### config.mk
export PLATFORM = sky130hd
export DESIGN_NAME = mbtrain_controller
export DESIGN_NICKNAME = d
export VERILOG_FILES = /design/src/verilog/mbtrain_pkg.sv /design/src/verilog/mbtrain_controller.sv /design/src/verilog/mbtrain_lane_tracker.sv /design/src/verilog/mbtrain_sequencer.sv /design/src/verilog/mbtrain_speed_tracker.sv /design/src/verilog/mbtrain_step_decoder.sv
export VERILOG_INCLUDE_DIRS = /design/src /design/src/verilog
export SDC_FILE = /design/constraint.sdc
export NUM_CORES = 1
export LEC_CHECK = 0
export BUFFER_PORTS_ARGS = -buffer_cell sky130_fd_sc_hd__buf_2
export CELL_PAD_IN_SITES_DETAIL_PLACEMENT = 1
export CELL_PAD_IN_SITES_GLOBAL_PLACEMENT = 1
export CORE_MARGIN = 2
export CORE_UTILIZATION = 36
export CTS_BUF_LIST = sky130_fd_sc_hd__clkbuf_2 sky130_fd_sc_hd__clkbuf_4 sky130_fd_sc_hd__clkbuf_8
export DETAILED_ROUTE_END_ITERATION = 16
export PLACE_DENSITY_LB_ADDON = 0.1
export SYNTH_ARGS = -nofsm -noshare
export SYNTH_HDL_FRONTEND = slang
export SYNTH_HIERARCHICAL = 1
export SYNTH_SLANG_ARGS = --single-unit
### constraint.sdc
create_clock -name clk -period 3.12 [get_ports clk]
set_clock_uncertainty 0.05 [all_clocks]
set_input_delay 0.156 -clock clk [delete_from_list [all_inputs] [get_ports clk]]
set_output_delay 0.156 -clock clk [all_outputs]
set_load 0.005 [all_outputs]
### src/verilog/mbtrain_defines.svh
`ifndef MBTRAIN_DEFINES_SVH
`define MBTRAIN_DEFINES_SVH

// number of training substeps including repair
`define MBT_NUM_STEPS 13

// speed code width, highest common speed comes from mbinit
`define MBT_SPEED_W 3

// sideband substate code width
`define MBT_SUBSTATE_W 4

// pattern generator/detector mux select width
`define MBT_MUX_W 3

// lanes are tracked in halves of eight
`define MBT_LANE_HALVES 2

`endif

### src/verilog/mbtrain_pkg.sv
`include "mbtrain_defines.svh"

package mbtrain_pkg;

	// step codes double as the sideband substate codes
	typedef enum logic [`MBT_SUBSTATE_W-1:0] {
		STEP_VALVREF            = 4'd0,
		STEP_DATAVREF           = 4'd1,
		STEP_SPEED_IDLE         = 4'd2,
		STEP_TX_SELF_CAL        = 4'd3,
		STEP_RX_CLK_CAL         = 4'd4,
		STEP_VAL_TRAIN_CENTER   = 4'd5,
		STEP_VAL_TRAIN_VREF     = 4'd6,
		STEP_DATA_TRAIN_CENTER1 = 4'd7,
		STEP_DATA_TRAIN_VREF    = 4'd8,
		STEP_RX_DESKEW          = 4'd9,
		STEP_DATA_TRAIN_CENTER2 = 4'd10,
		STEP_LINK_SPEED         = 4'd11,
		STEP_REPAIR             = 4'd12
	} train_step_e;

	// one bit per substep, indexed by train_step_e
	typedef logic [`MBT_NUM_STEPS-1:0] step_vec_t;

	typedef logic [`MBT_SPEED_W-1:0] speed_t;

	// bit 0 first eight lanes, bit 1 second eight lanes
	typedef logic [`MBT_LANE_HALVES-1:0] lane_halves_t;

	typedef enum logic [`MBT_MUX_W-1:0] {
		MUX_VREF       = 3'd0,
		MUX_SELF_CAL   = 3'd1,
		MUX_LINK_SPEED = 3'd2,
		MUX_REPAIR     = 3'd3,
		MUX_CENTER     = 3'd4,
		MUX_RX_CAL     = 3'd5
	} pattern_mux_e;

	// entry point chosen by a resolved phy retrain
	typedef enum logic [1:0] {
		ENTRY_FULL          = 2'd0,
		ENTRY_TX_SELF_CAL   = 2'd1,
		ENTRY_REPAIR        = 2'd2,
		ENTRY_SPEED_DEGRADE = 2'd3
	} retrain_entry_e;

endpackage

### src/verilog/mbtrain_controller.sv
`timescale 1ns/1ps
`include "mbtrain_defines.svh"

module mbtrain_controller
	import mbtrain_pkg::*;
(
	input  logic                       clk,
	input  logic                       rst_n,
	input  logic                       i_en,
	input  retrain_entry_e             i_phyretrain_resolved_state,
	input  speed_t                     i_highest_common_speed,
	input  lane_halves_t               i_tx_lanes_mbinit,
	input  lane_halves_t               i_rx_lanes_mbinit,
	input  lane_halves_t               i_tx_lanes_linkspeed,
	input  lane_halves_t               i_rx_lanes_repair,
	input  logic                       i_phy_retrain_req,
	input  logic                       i_error_req,
	input  logic                       i_speed_degrade_req,
	input  logic                       i_repair_req,
	input  step_vec_t                  i_step_ack,
	output step_vec_t                  o_step_en,
	output logic [`MBT_SUBSTATE_W-1:0] o_sideband_substate,
	output pattern_mux_e               o_mux_sel,
	output logic                       o_mainband_or_valtrain_test,
	output logic                       o_phyretrain_en,
	output logic                       o_mbtrain_ack,
	output lane_halves_t               o_tx_lanes,
	output lane_halves_t               o_rx_lanes,
	output logic                       o_coming_from_repair,
	output speed_t                     o_current_operating_speed
);

	train_step_e step;
	logic        running;
	logic        error_or_repair;
	logic        full_start;
	logic        degrade;
	logic        linkspeed_done;
	logic        repair_enter;
	logic        repair_done;
	logic        back_to_idle;

	// a repair request lands on the error path, degrade decides between the two
	assign error_or_repair = i_error_req || i_repair_req;

	mbtrain_sequencer u_sequencer (
		.clk                 (clk),
		.rst_n               (rst_n),
		.i_en                (i_en),
		.i_entry             (i_phyretrain_resolved_state),
		.i_step_ack          (i_step_ack),
		.i_phy_retrain_req   (i_phy_retrain_req),
		.i_error_req         (error_or_repair),
		.i_speed_degrade_req (i_speed_degrade_req),
		.o_step              (step),
		.o_running           (running),
		.o_finish            (o_mbtrain_ack),
		.o_phyretrain_en     (o_phyretrain_en),
		.o_full_start        (full_start),
		.o_degrade           (degrade),
		.o_linkspeed_done    (linkspeed_done),
		.o_repair_enter      (repair_enter),
		.o_repair_done       (repair_done),
		.o_back_to_idle      (back_to_idle)
	);

	mbtrain_step_decoder u_step_decoder (
		.i_step                      (step),
		.i_running                   (running),
		.o_step_en                   (o_step_en),
		.o_sideband_substate         (o_sideband_substate),
		.o_mux_sel                   (o_mux_sel),
		.o_mainband_or_valtrain_test (o_mainband_or_valtrain_test)
	);

	mbtrain_speed_tracker u_speed_tracker (
		.clk                    (clk),
		.rst_n                  (rst_n),
		.i_full_start           (full_start),
		.i_degrade              (degrade),
		.i_highest_common_speed (i_highest_common_speed),
		.o_speed                (o_current_operating_speed)
	);

	mbtrain_lane_tracker u_lane_tracker (
		.clk                  (clk),
		.rst_n                (rst_n),
		.i_full_start         (full_start),
		.i_linkspeed_done     (linkspeed_done),
		.i_repair_enter       (repair_enter),
		.i_repair_done        (repair_done),
		.i_back_to_idle       (back_to_idle),
		.i_tx_mbinit          (i_tx_lanes_mbinit),
		.i_rx_mbinit          (i_rx_lanes_mbinit),
		.i_tx_linkspeed       (i_tx_lanes_linkspeed),
		.i_rx_repair          (i_rx_lanes_repair),
		.o_tx_lanes           (o_tx_lanes),
		.o_rx_lanes           (o_rx_lanes),
		.o_coming_from_repair (o_coming_from_repair)
	);

endmodule

### src/verilog/mbtrain_lane_tracker.sv
`timescale 1ns/1ps

module mbtrain_lane_tracker
	import mbtrain_pkg::*;
(
	input  logic         clk,
	input  logic         rst_n,
	input  logic         i_full_start,
	input  logic         i_linkspeed_done,
	input  logic         i_repair_enter,
	input  logic         i_repair_done,
	input  logic         i_back_to_idle,
	input  lane_halves_t i_tx_mbinit,
	input  lane_halves_t i_rx_mbinit,
	input  lane_halves_t i_tx_linkspeed,
	input  lane_halves_t i_rx_repair,
	output lane_halves_t o_tx_lanes,
	output lane_halves_t o_rx_lanes,
	output logic         o_coming_from_repair
);

	lane_halves_t tx_q;
	lane_halves_t rx_q;
	logic         repair_q;

	// tx width is settled by the link speed point test
	always_ff @(posedge clk or negedge rst_n) begin
		if (!rst_n) begin
			tx_q <= '0;
		end else if (i_full_start) begin
			tx_q <= i_tx_mbinit;
		end else if (i_linkspeed_done && (i_tx_linkspeed != '0)) begin
			tx_q <= i_tx_linkspeed;
		end
	end

	// rx width follows what repair agreed with the partner
	always_ff @(posedge clk or negedge rst_n) begin
		if (!rst_n) begin
			rx_q <= '0;
		end else if (i_full_start) begin
			rx_q <= i_rx_mbinit;
		end else if (i_repair_done) begin
			rx_q <= i_rx_repair;
		end
	end

	// mbinit already running on half the lanes counts as a repair too
	always_ff @(posedge clk or negedge rst_n) begin
		if (!rst_n) begin
			repair_q <= 1'b0;
		end else if (i_back_to_idle) begin
			repair_q <= 1'b0;
		end else if (i_full_start && (i_tx_mbinit != '1)) begin
			repair_q <= 1'b1;
		end else if (i_repair_enter) begin
			repair_q <= 1'b1;
		end
	end

	assign o_tx_lanes           = tx_q;
	assign o_rx_lanes           = rx_q;
	assign o_coming_from_repair = repair_q;

endmodule

### src/verilog/mbtrain_sequencer.sv
`timescale 1ns/1ps

module mbtrain_sequencer
	import mbtrain_pkg::*;
(
	input  logic           clk,
	input  logic           rst_n,
	input  logic           i_en,
	input  retrain_entry_e i_entry,
	input  step_vec_t      i_step_ack,
	input  logic           i_phy_retrain_req,
	input  logic           i_error_req,
	input  logic           i_speed_degrade_req,
	output train_step_e    o_step,
	output logic           o_running,
	output logic           o_finish,
	output logic           o_phyretrain_en,
	output logic           o_full_start,
	output logic           o_degrade,
	output logic           o_linkspeed_done,
	output logic           o_repair_enter,
	output logic           o_repair_done,
	output logic           o_back_to_idle
);

	// run holds the enable high, end waits for the ack to drop
	typedef enum logic [1:0] {
		PH_IDLE,
		PH_RUN,
		PH_END,
		PH_FINISH
	} phase_e;

	phase_e      phase_q;
	train_step_e step_q;
	logic        phyretrain_q;

	logic start;
	logic step_ack;
	logic step_done;
	logic ls_degrade;
	logic ls_repair;

	// fixed training order, repair resumes at tx self cal
	function automatic train_step_e next_step(input train_step_e step);
		case (step)
			STEP_VALVREF:            next_step = STEP_DATAVREF;
			STEP_DATAVREF:           next_step = STEP_SPEED_IDLE;
			STEP_SPEED_IDLE:         next_step = STEP_TX_SELF_CAL;
			STEP_TX_SELF_CAL:        next_step = STEP_RX_CLK_CAL;
			STEP_RX_CLK_CAL:         next_step = STEP_VAL_TRAIN_CENTER;
			STEP_VAL_TRAIN_CENTER:   next_step = STEP_VAL_TRAIN_VREF;
			STEP_VAL_TRAIN_VREF:     next_step = STEP_DATA_TRAIN_CENTER1;
			STEP_DATA_TRAIN_CENTER1: next_step = STEP_DATA_TRAIN_VREF;
			STEP_DATA_TRAIN_VREF:    next_step = STEP_RX_DESKEW;
			STEP_RX_DESKEW:          next_step = STEP_DATA_TRAIN_CENTER2;
			STEP_DATA_TRAIN_CENTER2: next_step = STEP_LINK_SPEED;
			STEP_REPAIR:             next_step = STEP_TX_SELF_CAL;
			default:                 next_step = STEP_VALVREF;
		endcase
	endfunction

	function automatic train_step_e entry_step(input retrain_entry_e entry);
		case (entry)
			ENTRY_TX_SELF_CAL:   entry_step = STEP_TX_SELF_CAL;
			ENTRY_REPAIR:        entry_step = STEP_REPAIR;
			ENTRY_SPEED_DEGRADE: entry_step = STEP_SPEED_IDLE;
			default:             entry_step = STEP_VALVREF;
		endcase
	endfunction

	assign start     = (phase_q == PH_IDLE) && i_en;
	assign step_ack  = i_step_ack[step_q];
	assign step_done = (phase_q == PH_END) && !step_ack;

	// link speed outcome, retrain wins over any error
	assign ls_degrade = !i_phy_retrain_req && i_error_req && i_speed_degrade_req;
	assign ls_repair  = !i_phy_retrain_req && i_error_req && !i_speed_degrade_req;

	always_ff @(posedge clk or negedge rst_n) begin
		if (!rst_n) begin
			phase_q      <= PH_IDLE;
			step_q       <= STEP_VALVREF;
			phyretrain_q <= 1'b0;
		end else begin
			case (phase_q)
				PH_IDLE: begin
					if (i_en) begin
						phase_q      <= PH_RUN;
						step_q       <= entry_step(i_entry);
						phyretrain_q <= 1'b0;
					end
				end
				PH_RUN: begin
					if (step_ack) begin
						phase_q <= PH_END;
					end
				end
				PH_END: begin
					if (!step_ack) begin
						if (step_q != STEP_LINK_SPEED) begin
							phase_q <= PH_RUN;
							step_q  <= next_step(step_q);
						end else if (ls_degrade) begin
							phase_q <= PH_RUN;
							step_q  <= STEP_SPEED_IDLE;
						end else if (ls_repair) begin
							phase_q <= PH_RUN;
							step_q  <= STEP_REPAIR;
						end else begin
							// step back to code 0 so the sideband sees no substate
							phase_q      <= PH_FINISH;
							step_q       <= STEP_VALVREF;
							phyretrain_q <= i_phy_retrain_req;
						end
					end
				end
				PH_FINISH: begin
					if (!i_en) begin
						phase_q      <= PH_IDLE;
						phyretrain_q <= 1'b0;
					end
				end
				default: phase_q <= PH_IDLE;
			endcase
		end
	end

	assign o_step          = step_q;
	assign o_running       = (phase_q == PH_RUN);
	assign o_finish        = (phase_q == PH_FINISH);
	assign o_phyretrain_en = phyretrain_q;

	// event pulses for the trackers, high for the transition cycle only
	assign o_full_start     = start && (i_entry == ENTRY_FULL);
	assign o_linkspeed_done = step_done && (step_q == STEP_LINK_SPEED);
	assign o_repair_done    = step_done && (step_q == STEP_REPAIR);
	assign o_degrade        = (start && (i_entry == ENTRY_SPEED_DEGRADE)) ||
	                          (o_linkspeed_done && ls_degrade);
	assign o_repair_enter   = (start && (i_entry == ENTRY_REPAIR)) ||
	                          (o_linkspeed_done && ls_repair);
	assign o_back_to_idle   = (phase_q == PH_FINISH) && !i_en;

endmodule

### src/verilog/mbtrain_speed_tracker.sv
`timescale 1ns/1ps

module mbtrain_speed_tracker
	import mbtrain_pkg::*;
(
	input  logic   clk,
	input  logic   rst_n,
	input  logic   i_full_start,
	input  logic   i_degrade,
	input  speed_t i_highest_common_speed,
	output speed_t o_speed
);

	speed_t speed_q;

	always_ff @(posedge clk or negedge rst_n) begin
		if (!rst_n) begin
			speed_q <= '0;
		end else if (i_full_start) begin
			speed_q <= i_highest_common_speed;
		end else if (i_degrade && (speed_q != '0)) begin
			// lowest speed code is the floor
			speed_q <= speed_q - speed_t'(1);
		end
	end

	assign o_speed = speed_q;

endmodule

### src/verilog/mbtrain_step_decoder.sv
`timescale 1ns/1ps
`include "mbtrain_defines.svh"

module mbtrain_step_decoder
	import mbtrain_pkg::*;
(
	input  train_step_e                i_step,
	input  logic                       i_running,
	output step_vec_t                  o_step_en,
	output logic [`MBT_SUBSTATE_W-1:0] o_sideband_substate,
	output pattern_mux_e               o_mux_sel,
	output logic                       o_mainband_or_valtrain_test
);

	logic val_step;

	// one hot enable of the active substep
	assign o_step_en = i_running ? (step_vec_t'(1) << i_step) : '0;

	// sequencer parks the step at code 0 outside of training
	assign o_sideband_substate = i_step;

	always_comb begin
		case (i_step)
			STEP_VALVREF,
			STEP_DATAVREF,
			STEP_VAL_TRAIN_VREF,
			STEP_DATA_TRAIN_VREF:    o_mux_sel = MUX_VREF;
			STEP_SPEED_IDLE,
			STEP_TX_SELF_CAL:        o_mux_sel = MUX_SELF_CAL;
			STEP_VAL_TRAIN_CENTER,
			STEP_DATA_TRAIN_CENTER1,
			STEP_DATA_TRAIN_CENTER2: o_mux_sel = MUX_CENTER;
			STEP_RX_CLK_CAL,
			STEP_RX_DESKEW:          o_mux_sel = MUX_RX_CAL;
			STEP_LINK_SPEED:         o_mux_sel = MUX_LINK_SPEED;
			STEP_REPAIR:             o_mux_sel = MUX_REPAIR;
			default:                 o_mux_sel = MUX_VREF;
		endcase
	end

	// valid lane steps test the valid lane, everything else the mainband
	always_comb begin
		case (i_step)
			STEP_VALVREF,
			STEP_VAL_TRAIN_CENTER,
			STEP_VAL_TRAIN_VREF: val_step = 1'b1;
			default:             val_step = 1'b0;
		endcase
	end

	assign o_mainband_or_valtrain_test = i_running && val_step;

endmodule
==> results.toml <==
[floorplanning]
rows = 23
core_um2 = 4090
fp.dieW_um = 69.7
die-area_um2 = 4850
initial_core_util = 0.380
num_io_pins = 64
chipHeight_um = 69.7

[sta]
maxSlewHeadroom = 0.573
min_period_ps = 2690
totalNegativeSetupSlack_ps = 0
fin_hold_ws_ps = 61.2
setup_viol = 0
hold_viol = 0
drv_slew = 0
timing_worst_slew_pin_value_ps = 641
rsz0062_at_grt = "false"
fmax_ghz = 0.372
min_period_over_period = 0.862

[critical_path]
crit_type = "reg -> reg"
setup.worst_path.start_class = "flip-flop"
r2r_cells = 7
end_kind = "flip-flop"
r2r_slack_ps = 430
critPathMaxFanout = 15
crit_end = "u_speed_tracker/o_speed[2]"
cp_num_cells = 7
crit_buf_inv = 0
critPathArrivalTime_ps = 2750
rr_startpoint = "u_sequencer/o_step[0]"
crit_family = "flip-flops"
r2r-end = "u_speed_tracker/o_speed[2]"
path_cells = "mux2i_1 > nand3_1 > a41oi_1 > nor2_1 > o22ai_1 > or4b_1 > o311ai_0"
crit_slowest_cell = "dfrtp_1"
crit_path_start = "u_sequencer/o_step[0]"
slowest_delay_ps = 750
crit_required_ps = 3180

[synthesis]
synthCells = 179
avgSynthCellArea_um2 = 8.67
yosys.cell_types.count = 48
syn_nets = 227
synth-seq-cells = 15
synth_edf_count = 0
yosysWarnings = 6
synthArstFlopShare = 1.00
ys_seq_area_frac = 0.242
synthesis.area_um2 = 1550
synth_flop_cell = "dfrtp_1"

[grt]
antenna_found_initial = 0
track_usage = 0.190
first_global_vias = 1576
grt_max_degree = 19
grt_pass1_wl_mm = 7.61
overflow = 0

[run]
drv_cap = 0

[place]
finalWeightedCongestion = 0.793
place.detailed.hpwl_mm = 3.62
portBuffers = 63

[drt]
antenna_left = 0
drc = 0
via_per_inst = 5.26
dr_total_vias = 1535
wl_mm = 4.53
dr.pass1.iters = 4
drt_iter0_markers = 57
wire_per_inst_um = 15.5

[cells_and_area]
area_growth_syn_to_layout_pct = 25.0
multi_input_area_um2 = 1050
register_area_um2 = 375
n_fill_cell = 523
drive_gt1_frac = 0.355
num-nets-final = 291
fin_util = 0.475
antennaDiodeCount = 0

[cts]
postCtsSetupRepairBufs = 0
post_cts_resized = 0
clk_latency_ps = 250
cts.sink_count = 15
tritoncts = "built"
clk_path_buf_depth = 2
cts_buffers = 3
clk_root_buffer_cell = "clkbuf_8"
h-tree-depth = 1
clk_pin_slew_ps = 70

[hold_path]
hp-class = "in -> reg"

[status]
status = "completed"

[pwr]
power.density_nw_per_um2 = 889
power.leakage_nw = 0.990
max-vdd-ir-drop_v = 0.000321
[cell usage after synthesis, types with 2 or more instances]
cell type,number,area share
and3_1,3,0.012
or2_1,2,0.0081
dfrtp_1,15,0.24
nor3b_2,2,0.016
nand2_1,11,0.027
nor2b_1,8,0.032
o311ai_1,2,0.011
a21oi_1,10,0.032
buf_6,3,0.022
ha_1,15,0.12
nor3b_1,2,0.0097
o22ai_1,2,0.0081
nand2b_1,6,0.024
nor2_1,16,0.039
inv_1,13,0.031
nor3_1,2,0.0064
o21ai_0,6,0.019
nand4b_1,2,0.011
o211ai_1,2,0.0097
or4b_1,3,0.019
a21bo_2,2,0.013
mux2i_1,10,0.064
a2111oi_0,2,0.011
buf_4,5,0.024
a31oi_1,2,0.0081
nand3_1,6,0.019
mux2_4,4,0.039
o21ai_1,3,0.0097
[where the power goes]
part           switching [mW]  internal, mW
clock                  0.0736        0.0885
sequential              0.134         0.288
combinational           0.604         0.538
total                   0.812         0.914
[metrics by stage]
| stage | instances | instance area, µm² | power (mW) | worst slack, ps |
|---|---|---|---|---|
| 2_1_floorplan | 179 | 1550 | 1.25 | 918 |
| 3_3_place_gp | 287 | 1880 | 1.49 | 635 |
| 3_5_place_dp | 287 | 1880 | 1.57 | 405 |
| 4_1_cts | 292 | 1940 | 1.75 | 381 |
| 5_1_grt | 292 | 1940 | 1.90 | 148 |
| 6_report | 292 | 1940 | 1.73 | 431 |
[how the worst min path moves through the flow]
| stage | depth (start not counted) | slack, ps | to | from |
|---|---|---|---|---|
| floorplan | 0 | -190 | u_lane_tracker/o_coming_from_repair | rst_n |
| global placement | 1 | 30 | u_speed_tracker/o_speed[2] | rst_n |
| detailed placement | 1 | 50 | u_sequencer/o_step[0] | rst_n |
| CTS | 3 | 60 | u_lane_tracker/o_rx_lanes[0] | i_rx_lanes_mbinit[0] |
| global route | 3 | 80 | u_lane_tracker/o_rx_lanes[0] | i_rx_lanes_mbinit[0] |
| finish | 3 | 60 | u_lane_tracker/o_rx_lanes[0] | i_rx_lanes_mbinit[0] |
[worst register-to-register path, stage by stage (launching register included)]
cell	delay [ps]
dfrtp_1	750
mux2i_1	290
nand3_1	110
a41oi_1	340
nor2_1	150
o22ai_1	270
or4b_1	450
o311ai_0	130
[cells in the final DEF, fill, tap and decap left out, drive strengths merged, types with 7 or more instances in the layout]
cell	instances
o21ai	9
a21oi	11
dfrtp	15
ha	15
buf	67
mux2i	10
inv	13
nor2	16
nand2b	7
nand2	12
nor2b	8
[state kept, by name, summed over array words and instances, names as in the netlist]
| register | count |
|---|---|
| u_sequencer/o_phyretrain_en | 1 |
| u_lane_tracker/o_tx_lanes | 2 |
| u_lane_tracker/o_coming_from_repair | 1 |
| u_sequencer/o_step | 4 |
| u_sequencer/phase_q | 2 |
| u_speed_tracker/o_speed | 3 |
| u_lane_tracker/o_rx_lanes | 2 |
[cell type report]
| class | instances | share of cell area |
|---|---|---|
| multi-input cells | 142 | 0.542 |
| flip-flops and latches | 15 | 0.193 |
| repair buffers | 68 | 0.183 |
| well taps | 50 | 0.0322 |
| inverters | 13 | 0.0251 |
| clock buffers | 3 | 0.0213 |
| clock inverters | 1 | 0.00258 |
[layer usage]
metal | part of all wire | GRT usage
met1 | 0.46 | 0.243
met2 | 0.50 | 0.342
met3 | 0.037 | 0.0247
met4 | 0.0031 | 0.0406
met5 | 0 | 0
[kinds of logic after synthesis]
logic type                 Yosys count  share of synthesized area
muxes                               15                      0.110
DFF                                 15                      0.242
adders and majority gates           15                      0.121
buffers and inverters               22                     0.0806
and+or+nand+nor                     71                      0.268
AOI/OAI and AO/OA                   41                      0.178
[repair_timing]
action	in CTS	in global routing
hold buffers	1	0
endpoints found under the setup margin	0	0
hold endpoints to repair	15	0
Power figures use the tool's default switching activity.
